## src/common/dsp_cfg_pkg.sv

```systemverilog
`default_nettype none

package dsp_cfg_pkg;

    parameter int ffe_taps  = 3;
    parameter int chan_taps = 3;

    parameter int weight_w = 8;
    parameter int thresh_w = 16;
    parameter int tap_w    = 8;
    parameter int shift_w  = 4;

    typedef logic signed [weight_w-1:0] weight_t;
    typedef logic signed [thresh_w-1:0] thresh_t;
    typedef logic signed [tap_w-1:0]    tap_t;

    // Arithmetic right shift amount
    typedef logic [shift_w-1:0] shift_t;

    // Static receiver configuration with index 0 as the main tap
    typedef struct packed {
        weight_t [ffe_taps-1:0]  weights;
        shift_t                  ffe_shift;
        thresh_t                 thresh;
        tap_t    [chan_taps-1:0] taps;
        shift_t                  chan_shift;
    } dsp_cfg_t;

endpackage

`default_nettype wire

```

## src/common/dsp_types_pkg.sv

```systemverilog
`default_nettype none

package dsp_types_pkg;

    // Lanes per word with lane 0 as the oldest sample
    parameter int lanes = 4;

    parameter int code_w     = 8;
    parameter int est_bit_w  = 16;
    parameter int est_code_w = 10;
    parameter int err_w      = 11;

    // ADC code
    typedef logic signed [code_w-1:0] code_t;

    // FFE output before slicing
    typedef logic signed [est_bit_w-1:0] est_bit_t;

    // Channel filter output
    typedef logic signed [est_code_w-1:0] est_code_t;

    // Expected code minus received code
    typedef logic signed [err_w-1:0] err_t;

    typedef struct packed {
        code_t [lanes-1:0] lane;
    } code_word_t;

    typedef struct packed {
        est_bit_t [lanes-1:0] lane;
    } est_bit_word_t;

    typedef struct packed {
        est_code_t [lanes-1:0] lane;
    } est_code_word_t;

    typedef struct packed {
        err_t [lanes-1:0] lane;
    } err_word_t;

    // One bit per lane
    typedef logic [lanes-1:0] bit_word_t;
    typedef logic [lanes-1:0] flag_word_t;

endpackage

`default_nettype wire

```

## src/channel/channel_filter.sv

```systemverilog
`timescale 1ns/1ns
`default_nettype none

module channel_filter (
    input  wire                           clk,
    input  wire                           rst_i,
    input  wire                           valid_i,
    input  wire dsp_types_pkg::bit_word_t bits_i,
    input  wire dsp_cfg_pkg::dsp_cfg_t    cfg_i,
    output logic                          valid_o,
    output dsp_types_pkg::est_code_word_t est_codes_o
);

    localparam int hist_len = dsp_cfg_pkg::chan_taps - 1;
    localparam int ext_len  = dsp_types_pkg::lanes + hist_len;
    localparam int acc_w    = dsp_types_pkg::est_code_w + 1;

    typedef logic signed [acc_w-1:0] acc_t;

    logic [hist_len-1:0]            hist_q;
    logic [ext_len-1:0]             ext;
    dsp_types_pkg::est_code_word_t  est_d;
    dsp_types_pkg::est_code_word_t  est_q;
    logic                           valid_q;

    assign ext = {bits_i, hist_q};

    // Bit 1 adds the tap, bit 0 subtracts it
    always_comb begin
        acc_t              acc;
        dsp_cfg_pkg::tap_t h;
        for (int i = 0; i < dsp_types_pkg::lanes; i++) begin
            acc = '0;
            for (int j = 0; j < dsp_cfg_pkg::chan_taps; j++) begin
                h = cfg_i.taps[j];
                if (ext[hist_len + i - j]) begin
                    acc = acc + acc_t'(h);
                end else begin
                    acc = acc - acc_t'(h);
                end
            end
            acc = acc >>> cfg_i.chan_shift;
            est_d.lane[i] = dsp_types_pkg::est_code_t'(acc);
        end
    end

    always_ff @(posedge clk) begin
        if (rst_i) begin
            valid_q <= 1'b0;
            hist_q  <= '0;
        end else begin
            valid_q <= valid_i;
            if (valid_i) begin
                hist_q <= bits_i[dsp_types_pkg::lanes-1:dsp_types_pkg::lanes-hist_len];
            end
        end
    end

    always_ff @(posedge clk) begin
        if (valid_i) begin
            est_q <= est_d;
        end
    end

    assign valid_o     = valid_q;
    assign est_codes_o = est_q;

endmodule

`default_nettype wire

```

## src/detector/error_detector.sv

```systemverilog
`timescale 1ns/1ns
`default_nettype none

module error_detector (
    input  wire                                clk,
    input  wire                                rst_i,
    input  wire                                valid_i,
    input  wire dsp_types_pkg::est_code_word_t est_codes_i,
    input  wire dsp_types_pkg::code_word_t     codes_i,
    input  wire dsp_types_pkg::bit_word_t      bits_i,
    input  wire dsp_cfg_pkg::dsp_cfg_t         cfg_i,
    output logic                               valid_o,
    output dsp_types_pkg::err_word_t           errors_o,
    output dsp_types_pkg::flag_word_t          flags_o
);

    // Room for the error minus twice the main tap, and its magnitude
    localparam int diff_w = dsp_types_pkg::err_w + 2;

    typedef logic signed [diff_w-1:0] diff_t;

    dsp_types_pkg::err_word_t  err_d;
    dsp_types_pkg::err_word_t  err_q;
    dsp_types_pkg::err_word_t  err_q2;
    dsp_types_pkg::bit_word_t  bits_q;
    dsp_types_pkg::flag_word_t flag_d;
    dsp_types_pkg::flag_word_t flag_q;
    logic                      valid_q;
    logic                      valid_q2;

    always_comb begin
        for (int i = 0; i < dsp_types_pkg::lanes; i++) begin
            err_d.lane[i] = dsp_types_pkg::err_t'(est_codes_i.lane[i])
                          - dsp_types_pkg::err_t'(codes_i.lane[i]);
        end
    end

    // Flipping bit k moves the expected code by twice the main tap
    always_comb begin
        diff_t             step_pos;
        diff_t             step_neg;
        diff_t             e;
        diff_t             e_flip;
        diff_t             mag;
        diff_t             mag_flip;
        dsp_cfg_pkg::tap_t h0;
        h0       = cfg_i.taps[0];
        step_pos = (diff_t'(h0) <<< 1) >>> cfg_i.chan_shift;
        step_neg = (-(diff_t'(h0) <<< 1)) >>> cfg_i.chan_shift;
        for (int i = 0; i < dsp_types_pkg::lanes; i++) begin
            e        = diff_t'(err_q.lane[i]);
            e_flip   = bits_q[i] ? e - step_pos : e - step_neg;
            mag      = (e < 0) ? -e : e;
            mag_flip = (e_flip < 0) ? -e_flip : e_flip;
            flag_d[i] = (mag_flip < mag);
        end
    end

    always_ff @(posedge clk) begin
        if (rst_i) begin
            valid_q  <= 1'b0;
            valid_q2 <= 1'b0;
        end else begin
            valid_q  <= valid_i;
            valid_q2 <= valid_q;
        end
    end

    always_ff @(posedge clk) begin
        if (valid_i) begin
            err_q  <= err_d;
            bits_q <= bits_i;
        end
        if (valid_q) begin
            err_q2 <= err_q;
            flag_q <= flag_d;
        end
    end

    assign valid_o  = valid_q2;
    assign errors_o = err_q2;
    assign flags_o  = flag_q;

endmodule

`default_nettype wire

```

## src/ffe/ffe_slicer.sv

```systemverilog
`timescale 1ns/1ns
`default_nettype none

module ffe_slicer (
    input  wire                            clk,
    input  wire                            rst_i,
    input  wire                            valid_i,
    input  wire dsp_types_pkg::code_word_t codes_i,
    input  wire dsp_cfg_pkg::dsp_cfg_t     cfg_i,
    output logic                           valid_o,
    output dsp_types_pkg::est_bit_word_t   est_bits_o,
    output dsp_types_pkg::bit_word_t       bits_o
);

    localparam int hist_len = dsp_cfg_pkg::ffe_taps - 1;
    localparam int ext_len  = dsp_types_pkg::lanes + hist_len;
    // Product of two codes plus growth for the tap sum
    localparam int acc_w    = 2 * dsp_types_pkg::code_w + 2;

    typedef logic signed [acc_w-1:0] acc_t;

    dsp_types_pkg::code_t [hist_len-1:0] hist_q;
    dsp_types_pkg::code_t [ext_len-1:0]  ext;
    dsp_types_pkg::est_bit_word_t        est_d;
    dsp_types_pkg::est_bit_word_t        est_q;
    logic                                valid_q;

    // Previous word's tail sits below the current word
    assign ext = {codes_i.lane, hist_q};

    always_comb begin
        acc_t                 acc;
        dsp_cfg_pkg::weight_t w;
        dsp_types_pkg::code_t c;
        for (int i = 0; i < dsp_types_pkg::lanes; i++) begin
            acc = '0;
            for (int j = 0; j < dsp_cfg_pkg::ffe_taps; j++) begin
                w   = cfg_i.weights[j];
                c   = ext[hist_len + i - j];
                acc = acc + acc_t'(w) * acc_t'(c);
            end
            acc = acc >>> cfg_i.ffe_shift;
            est_d.lane[i] = dsp_types_pkg::est_bit_t'(acc);
        end
    end

    always_ff @(posedge clk) begin
        if (rst_i) begin
            valid_q <= 1'b0;
            hist_q  <= '0;
        end else begin
            valid_q <= valid_i;
            if (valid_i) begin
                hist_q <= codes_i.lane[dsp_types_pkg::lanes-1:dsp_types_pkg::lanes-hist_len];
            end
        end
    end

    always_ff @(posedge clk) begin
        if (valid_i) begin
            est_q <= est_d;
        end
    end

    // Slicer
    always_comb begin
        for (int i = 0; i < dsp_types_pkg::lanes; i++) begin
            bits_o[i] = (est_q.lane[i] >= cfg_i.thresh);
        end
    end

    assign valid_o    = valid_q;
    assign est_bits_o = est_q;

endmodule

`default_nettype wire

```

## src/rtl/datapath_core.sv

```systemverilog
`timescale 1ns/1ns
`default_nettype none

module datapath_core #(
    parameter int out_stages = 0
) (
    input  wire                                clk,
    input  wire                                rst_i,
    input  wire dsp_cfg_pkg::dsp_cfg_t         cfg_i,
    input  wire                                valid_i,
    input  wire dsp_types_pkg::code_word_t     codes_i,
    output logic                               valid_o,
    output dsp_types_pkg::est_bit_word_t       est_bits_o,
    output dsp_types_pkg::bit_word_t           bits_o,
    output dsp_types_pkg::est_code_word_t      est_codes_o,
    output dsp_types_pkg::err_word_t           errors_o,
    output dsp_types_pkg::flag_word_t          flags_o
);

    typedef struct packed {
        dsp_types_pkg::est_bit_word_t  est_bits;
        dsp_types_pkg::bit_word_t      bits;
        dsp_types_pkg::est_code_word_t est_codes;
        dsp_types_pkg::err_word_t      errors;
        dsp_types_pkg::flag_word_t     flags;
    } out_word_t;

    logic                          ffe_valid;
    dsp_types_pkg::est_bit_word_t  ffe_est_bits;
    dsp_types_pkg::bit_word_t      ffe_bits;
    logic                          chan_valid;
    dsp_types_pkg::est_code_word_t chan_est_codes;
    dsp_types_pkg::code_word_t     det_codes;
    logic                          det_bits_valid;
    dsp_types_pkg::bit_word_t      det_bits;
    logic                          det_valid;
    dsp_types_pkg::err_word_t      det_errors;
    dsp_types_pkg::flag_word_t     det_flags;
    out_word_t                     out_d;
    out_word_t                     out_q;

    ffe_slicer ffe0 (
        .clk       (clk),
        .rst_i     (rst_i),
        .valid_i   (valid_i),
        .codes_i   (codes_i),
        .cfg_i     (cfg_i),
        .valid_o   (ffe_valid),
        .est_bits_o(ffe_est_bits),
        .bits_o    (ffe_bits)
    );

    channel_filter chan0 (
        .clk        (clk),
        .rst_i      (rst_i),
        .valid_i    (ffe_valid),
        .bits_i     (ffe_bits),
        .cfg_i      (cfg_i),
        .valid_o    (chan_valid),
        .est_codes_o(chan_est_codes)
    );

    // Codes meet the channel output two cycles in
    lane_delay #(.width($bits(dsp_types_pkg::code_word_t)), .stages(2)) code_dly0 (
        .clk(clk), .rst_i(rst_i), .valid_i(valid_i), .data_i(codes_i),
        .valid_o(), .data_o(det_codes)
    );

    lane_delay #(.width($bits(dsp_types_pkg::bit_word_t)), .stages(1)) bits_dly0 (
        .clk(clk), .rst_i(rst_i), .valid_i(ffe_valid), .data_i(ffe_bits),
        .valid_o(det_bits_valid), .data_o(det_bits)
    );

    error_detector det0 (
        .clk        (clk),
        .rst_i      (rst_i),
        .valid_i    (chan_valid),
        .est_codes_i(chan_est_codes),
        .codes_i    (det_codes),
        .bits_i     (det_bits),
        .cfg_i      (cfg_i),
        .valid_o    (det_valid),
        .errors_o   (det_errors),
        .flags_o    (det_flags)
    );

    // Align early results with the detector output
    lane_delay #(.width($bits(dsp_types_pkg::est_bit_word_t)), .stages(3)) est_bits_dly0 (
        .clk(clk), .rst_i(rst_i), .valid_i(ffe_valid), .data_i(ffe_est_bits),
        .valid_o(), .data_o(out_d.est_bits)
    );

    lane_delay #(.width($bits(dsp_types_pkg::bit_word_t)), .stages(2)) bits_dly1 (
        .clk(clk), .rst_i(rst_i), .valid_i(det_bits_valid), .data_i(det_bits),
        .valid_o(), .data_o(out_d.bits)
    );

    lane_delay #(.width($bits(dsp_types_pkg::est_code_word_t)), .stages(2)) est_codes_dly0 (
        .clk(clk), .rst_i(rst_i), .valid_i(chan_valid), .data_i(chan_est_codes),
        .valid_o(), .data_o(out_d.est_codes)
    );

    assign out_d.errors = det_errors;
    assign out_d.flags  = det_flags;

    lane_delay #(.width($bits(out_word_t)), .stages(out_stages)) out_dly0 (
        .clk(clk), .rst_i(rst_i), .valid_i(det_valid), .data_i(out_d),
        .valid_o(valid_o), .data_o(out_q)
    );

    assign est_bits_o  = out_q.est_bits;
    assign bits_o      = out_q.bits;
    assign est_codes_o = out_q.est_codes;
    assign errors_o    = out_q.errors;
    assign flags_o     = out_q.flags;

endmodule

`default_nettype wire

```

## src/rtl/lane_delay.sv

```systemverilog
`timescale 1ns/1ns
`default_nettype none

module lane_delay #(
    parameter int width  = 8,
    parameter int stages = 1
) (
    input  wire              clk,
    input  wire              rst_i,
    input  wire              valid_i,
    input  wire [width-1:0]  data_i,
    output logic             valid_o,
    output logic [width-1:0] data_o
);

    if (stages == 0) begin : g_pass
        assign valid_o = valid_i;
        assign data_o  = data_i;
    end else begin : g_pipe
        logic [stages-1:0]            valid_q;
        logic [stages-1:0][width-1:0] data_q;

        always_ff @(posedge clk) begin
            if (rst_i) begin
                valid_q <= '0;
            end else begin
                valid_q[0] <= valid_i;
                for (int i = 1; i < stages; i++) begin
                    valid_q[i] <= valid_q[i-1];
                end
            end
        end

        always_ff @(posedge clk) begin
            data_q[0] <= data_i;
            for (int i = 1; i < stages; i++) begin
                data_q[i] <= data_q[i-1];
            end
        end

        assign valid_o = valid_q[stages-1];
        assign data_o  = data_q[stages-1];
    end

endmodule

`default_nettype wire

```

## config.mk

```make
export PLATFORM = sky130hd
export DESIGN_NAME = datapath_core
export DESIGN_NICKNAME = d
export VERILOG_FILES = /design/src/common/dsp_cfg_pkg.sv /design/src/common/dsp_types_pkg.sv /design/src/channel/channel_filter.sv /design/src/detector/error_detector.sv /design/src/ffe/ffe_slicer.sv /design/src/rtl/datapath_core.sv /design/src/rtl/lane_delay.sv
export SDC_FILE = /design/constraint.sdc
export NUM_CORES = 2
export LEC_CHECK = 0
export BUFFER_PORTS_ARGS = -buffer_cell sky130_fd_sc_hd__buf_4
export CORE_ASPECT_RATIO = 0.5
export CORE_MARGIN = 1
export CORE_UTILIZATION = 60
export CTS_CLUSTER_DIAMETER = 150
export DETAILED_ROUTE_END_ITERATION = 8
export MAX_ROUTING_LAYER = met4
export PLACE_DENSITY = 0.77
export SYNTH_ARGS = -nofsm -noshare
export SYNTH_HDL_FRONTEND = slang
export SYNTH_SLANG_ARGS = --single-unit
```

## constraint.sdc

```tcl
create_clock -name clk -period 10.65 [get_ports clk]
set_clock_uncertainty 0.15 [all_clocks]
set_input_delay 1.5975 -clock clk [delete_from_list [all_inputs] [get_ports clk]]
set_output_delay 1.5975 -clock clk [all_outputs]
set_load 0.01 [all_outputs]
```

After elaboration in Yosys (flattened, before gate mapping) --
Cells that the tools add are included.
Storage, ports and cells: output and inout bits 157, bits in writable memories 0, input bits 107, word-level logic and storage cells 143, bits in read-only memories 0, bits in latches 0, memories 0, flip-flop bits (word level) 570
Cells by class: reduce and logical (&&, ||, !) cells 0, eq/ne operators 0, multiplexer cells 24, multipliers 12, add/subtract/negate cells 46, bitwise logic cells 0, div/mod/pow operators 0, shift-type cells 10, order comparisons 16
Operator list (count):
- $mul A8 B8 Y16 | 12
- $mux W13 | 12
- $add A18 B18 Y18 | 8
- $mux W11 | 12
- $sub A11 B13 Y13 | 8
- $add A11 B8 Y11 | 8
- $sub A11 B8 Y11 | 8
- $sshr A18 B4 Y16 | 4
- $ge A16 B16 Y1 | 4
- $lt A13 B1 Y1 const B | 4
- $lt A13 B13 Y1 | 4
- $neg A11 Y13 | 4
- $neg A13 Y13 | 4
- $lt A11 B1 Y1 const B | 4
- $sshr A11 B4 Y10 | 4
- $sub A10 B8 Y11 | 4
- $neg A9 Y13 | 1
- $sshr A13 B4 Y13 | 1
- $sshr A9 B4 Y13 | 1
- $sub A1 B8 Y9 const A | 1

Logic depth before layout (Yosys ltp) --
word-level depth 7, gate-level depth with buffers 41, depth with buffers taken out 36

Cells and area by module --
Synthesis repeated with hierarchy kept, for this count alone.
Second synthesis, totals: cell total of the unflattened synthesis 7008, area, all modules 67951.4 um^2
Modules (own cells, without submodules):
- ffe_slicer | cells an instance 4022, times used 1, area an instance 39227.6 um^2, sequential area each 2262.2 um^2
- error_detector | cells an instance 1290, times used 1, area an instance 11131.9 um^2, sequential area each 2922.8 um^2
- channel_filter | cells an instance 1031, times used 1, area an instance 8125.3 um^2, sequential area each 1261.2 um^2
- lane_delay (est_bits_dly0) | cells an instance 262, times used 1, area an instance 4403.0 um^2, sequential area each 3903.7 um^2
- lane_delay (est_codes_dly0) | cells an instance 124, times used 1, area an instance 1954.4 um^2, sequential area each 1641.6 um^2
- lane_delay (code_dly0) | cells an instance 100, times used 1, area an instance 1574.0 um^2, sequential area each 1321.3 um^2
- lane_delay (out_dly0) | cells an instance 157, times used 1, area an instance 1178.6 um^2, sequential area each 0.0 um^2
- lane_delay (bits_dly1) | cells an instance 16, times used 1, area an instance 242.7 um^2, sequential area each 200.2 um^2
- lane_delay (bits_dly0) | cells an instance 6, times used 1, area an instance 113.9 um^2, sequential area each 100.1 um^2

Worst setup path after synthesis --
No wires, ideal clock.
path type input to register, start point input port cfg_i[59] (netlist name), end point register ffe0.est_q, in the netlist ffe0.est_bits_o[49], data pin, required time 10228 ps, path buffers 1, library setup time 272 ps, setup slack 1941 ps, arrival 8287 ps, stages 30, cell sequence clkbuf_1 -> nand2_1 -> fa_1 -> fa_1 -> fa_1 -> fa_1 -> inv_1 -> ha_1 -> nor2b_1 -> o21ai_0 -> a21boi_0 -> o21ai_0 -> nand2_1 -> and2_1 -> o21ai_0 -> nand2b_1 -> a21o_1 -> a21oi_1 -> xor2_1 -> fa_1 -> inv_1 -> ha_1 -> and3_1 -> and3_1 -> a311oi_1 -> mux2i_1 -> xnor2_1 -> mux2_2 -> mux2i_1 -> mux4_2
RTL lines:
- from (decl) | RTL line datapath_core.sv:9 | input wire dsp_cfg_pkg::dsp_cfg_t cfg_i,
- to (signal assigned) | RTL line ffe_slicer.sv:61 | est_q <= est_d;
- to (decl) | RTL line ffe_slicer.sv:25 | dsp_types_pkg::est_bit_word_t est_q;

==> flow_metrics.env <==
export IMPL_critical_path_endpoint_type="flop"
export IMPL_critical_path_startpoint_type="primary input"
export IMPL_start_util_pct=60.77
export IMPL_die_x_um=469.8
export IMPL_htree_num_levels=2
export IMPL_design_final_nets=8687
export IMPL_clkSlewWorstSetupHoldPaths_ns=0.07
export IMPL_post_cts_resized_instances=0
export IMPL_chipHeight_um=235.9
export IMPL_floorplan_die_area_um2=110800
export IMPL_worst_endpoint_required_ns=10.88
export IMPL_global_route_wire_length_before_repair_mm=266.6
export IMPL_ioPinCount=264
export IMPL_worst_path_max_fanout=32
export IMPL_vias_per_cell=5.658
export IMPL_yosysUniqueCellTypes=92
export IMPL_setup_fix_buffers_added_after_clock_tree_synthesis=0
export IMPL_floorplan_core_area_um2=108100
export IMPL_cts_tree="built"
export IMPL_routabilityCongestion=0.9838
export IMPL_synth_seq_cells=570
export IMPL_finish_utilization_pct=64.51
export IMPL_worstReg2RegStart="ffe0.ext[10]"
export IMPL_io_buffer_count=263
export IMPL_post_synth_and_or_nand_nor_area_fraction_pct=12.92
export IMPL_hold_path_startpoint="est_bits_dly0.g_pipe.data_q[19]"
export IMPL_dpl_cell_count=8521
export IMPL_grt_setup_unrepaired="no"
export IMPL_fillCellCount=8861
export IMPL_finalCritPeriodShare_pct=84.81
export IMPL_global_route_usage_met3_pct=4.507
export IMPL_timing_worst_setup_path_type="in -> reg"
export IMPL_timing_hold_worst_class="reg -> reg"
export IMPL_source_to_sink_clock_delay_at_the_later_pin_of_the_worst_skew_pair_ns=0.67
export IMPL_grt_overflow_total=0
export IMPL_antenna_violating_nets_left=0
export IMPL_share_of_synthesized_area_spent_on_multiplexers_pct=3.476
export IMPL_final_instance_count_excl_fill=8624
export IMPL_floorplan_rows=85
export IMPL_critPathCapture="ffe0.est_bits_o[18]"
export IMPL_syn_avg_cell_area_um2=9.149
export IMPL_routed_wire_length_per_instance_um=19.42
export IMPL_grt_met1_usage_pct=40.51
export IMPL_run_status="complete, no violations"
export IMPL_cts_sinks=570
export IMPL_cts_hold_buf=0
export IMPL_worst_r2r_cell_count=28
export IMPL_synth_compound_area_share_pct=10.11
export IMPL_dpl_hpwl_mm=132.0
export IMPL_register_area_um2=13420
export IMPL_detailedRoute_firstIterationViolations=3860
export IMPL_max_clock_freq_ghz=0.1107
export IMPL_yosys_warnings=0
export IMPL_num_cts_buffers=55
export IMPL_clock_root_buffer="sky130_fd_sc_hd__clkbuf_16"
export IMPL_grt_met2_usage_pct=50.69
export IMPL_synth_top_cell_area_share_pct=22.68
export IMPL_arrival_ns=9.26
export IMPL_via_count_of_the_first_global_routing_pass=48810
export IMPL_final_setup_viol_count=0
export IMPL_critPathLaunch="cfg_i[51]"
export IMPL_period_minus_slack_ns=9.033
export IMPL_route_vias_total=48800
export IMPL_drt_first_pass_iters=7
export IMPL_grt_use_total_pct=31.50
export IMPL_synth_enable_flop_cells=200
export IMPL_netlist_top_cells_area="sky130_fd_sc_hd__fa_1 23%, sky130_fd_sc_hd__ha_1 13%, sky130_fd_sc_hd__dfxtp_1 11%"
export IMPL_synthCells=7177
export IMPL_crit_reg2reg_capture="ffe0.est_bits_o[18]"
export IMPL_maxCapViolations=0
export IMPL_commonest_non_fill_non_tap_cell_in_the_layout="sky130_fd_sc_hd__inv_1"
export IMPL_finalHoldViolCount=0
export IMPL_drv_slew=0
export IMPL_drive_above_1_share_pct=6.609
export IMPL_drc=0
export IMPL_tightestPinTransition_ns=1.365
export IMPL_synthXorXnorAreaFrac_pct=7.387
export IMPL_multi_input_gate_area_in_the_final_layout_um2=45880
export IMPL_layout_cells_most_common_list="1214 x sky130_fd_sc_hd__inv_1, 744 x sky130_fd_sc_hd__fa_1, 693 x sky130_fd_sc_hd__ha_1"
export IMPL_yosys_area_share_adder_pct=35.89
export IMPL_setup_tns_final_ns=0
export IMPL_wire_length_after_detailed_routing_mm=167.5
export IMPL_seq_area_frac_synth_pct=20.43
export IMPL_global_route_peak_usage_layer="met2"
export IMPL_max_slew_margin_pct=8.246
export IMPL_longest_clk_path_bufs=3
export IMPL_grt_max_degree=73
export IMPL_grt_antenna_before_repair=5
export IMPL_postSynth_asyncResetShare_pct=0
export IMPL_synth_largest_area_cell="sky130_fd_sc_hd__fa_1"
export IMPL_mappedNetlistArea_um2=65660
export IMPL_synth_ff_type="sky130_fd_sc_hd__dfxtp_1"
export IMPL_worst_r2r_setup_slack_ns=2.04
export IMPL_crit_path_max_incr_delay_ns=0.63
export IMPL_synth_top_family_by_area="adder cells"
export IMPL_timing_critical_path_slowest_stage_cell="sky130_fd_sc_hd__a21oi_1"
export IMPL_area_growth_pct=6.155
## flip-flops by register name, summed over array words and instances, names as in the netlist, 40 cells and up
register and count:
det0.err_q 44, est_bits_dly0.g_pipe.data_q 128, est_codes_dly0.data_o 40, det0.errors_o 44, ffe0.est_bits_o 64, chan0.est_codes_o 40
est_codes_dly0.g_pipe.data_q 40, est_bits_dly0.data_o 64
## cells in the mapped netlist (19+ instances only)
| library cell | n |
|---|---|
| sky130_fd_sc_hd__inv_1 | 1213 |
| sky130_fd_sc_hd__fa_1 | 744 |
| sky130_fd_sc_hd__ha_1 | 693 |
| sky130_fd_sc_hd__nand2_1 | 663 |
| sky130_fd_sc_hd__dfxtp_1 | 370 |
| sky130_fd_sc_hd__xnor2_1 | 352 |
| sky130_fd_sc_hd__a21oi_1 | 320 |
| sky130_fd_sc_hd__nor2_1 | 317 |
| sky130_fd_sc_hd__and2_1 | 314 |
| sky130_fd_sc_hd__o21ai_0 | 268 |
| sky130_fd_sc_hd__clkbuf_1 | 244 |
| sky130_fd_sc_hd__edfxtp_1 | 200 |
| sky130_fd_sc_hd__xor2_1 | 183 |
| sky130_fd_sc_hd__nand2b_1 | 153 |
| sky130_fd_sc_hd__mux2i_1 | 132 |
| sky130_fd_sc_hd__buf_4 | 109 |
| sky130_fd_sc_hd__a21o_1 | 97 |
| sky130_fd_sc_hd__nor2b_1 | 85 |
| sky130_fd_sc_hd__o21a_1 | 77 |
| sky130_fd_sc_hd__nor3_1 | 75 |
| sky130_fd_sc_hd__a211oi_1 | 52 |
| sky130_fd_sc_hd__mux2_2 | 44 |
| sky130_fd_sc_hd__nand3_1 | 41 |
| sky130_fd_sc_hd__or3_1 | 36 |
| sky130_fd_sc_hd__o21bai_1 | 35 |
| sky130_fd_sc_hd__o31ai_1 | 25 |
| sky130_fd_sc_hd__buf_1 | 22 |
| sky130_fd_sc_hd__a31oi_1 | 21 |
| sky130_fd_sc_hd__o21ai_1 | 21 |
| sky130_fd_sc_hd__o211ai_1 | 20 |
| sky130_fd_sc_hd__mux4_2 | 19 |
## metal layers
metal | up-vias | share of wire [%] | wire length, um
li1 | 22890 | - | -
met1 | 23660 | 42 | 69970
met5 | - | 0 | 0
met4 | 0 | 4.0 | 6767
met2 | 1894 | 46 | 77380
met3 | 355 | 8.0 | 13340
## stage by stage
stage | setup slack (ns) | instance area [um^2] | hold slack (ns)
after floorplan | 1.941 | 65690 | 0.1596
after global placement | 1.173 | 67800 | 0.1599
after detailed placement | 1.038 | 67800 | 0.1621
after CTS | 1.722 | 69700 | 0.1715
after global routing | 1.093 | 69700 | 0.1773
final | 1.617 | 69710 | 0.1577
## worst min-delay path by stage
stage,endpoint,cells past startpoint
3_3_place_gp,bits_dly1.data_o[2],0
4_1_cts,est_bits_dly0.g_pipe.data_q[83],0
5_1_grt,est_bits_dly0.g_pipe.data_q[124],0
6_report,est_bits_dly0.g_pipe.data_q[83],0
2_1_floorplan,bits_dly1.data_o[0],0
3_5_place_dp,est_bits_dly0.data_o[14],0
## layout make-up
type / count / share of cell area (%)
sequential: 570 / 19.25
clock buffer: 80 / 2.342
multi-input combinational: 5014 / 65.81
clock inverter: 21 / 0.3859
antenna: 2 / 0.007180
inverter: 1216 / 6.548
timing repair buffer: 286 / 3.080
tap: 1435 / 2.576
## critical path, delay by kind of cell
family          cells  cell delay (ns)
compound gates     11             2.72
xor+xnor            2             0.37
fa+ha+maj           8             2.94
buf+inv             6             0.66
mux                 1             0.24
simple gates        6             0.69
## kinds of logic after synthesis
| group | Yosys count |
|---|---|
| AOI/OAI and AO/OA | 1068 |
| adders and majority gates | 1437 |
| buffers and inverters | 1600 |
| DFF | 570 |
| other | 1 |
| xor gates and xnor gates | 543 |
| and+or+nand+nor | 1761 |
| muxes | 197 |
Power is left out: the tool's default activity adds up to more than one toggle a clock period on the data nets, which glitch-free logic cannot reach.
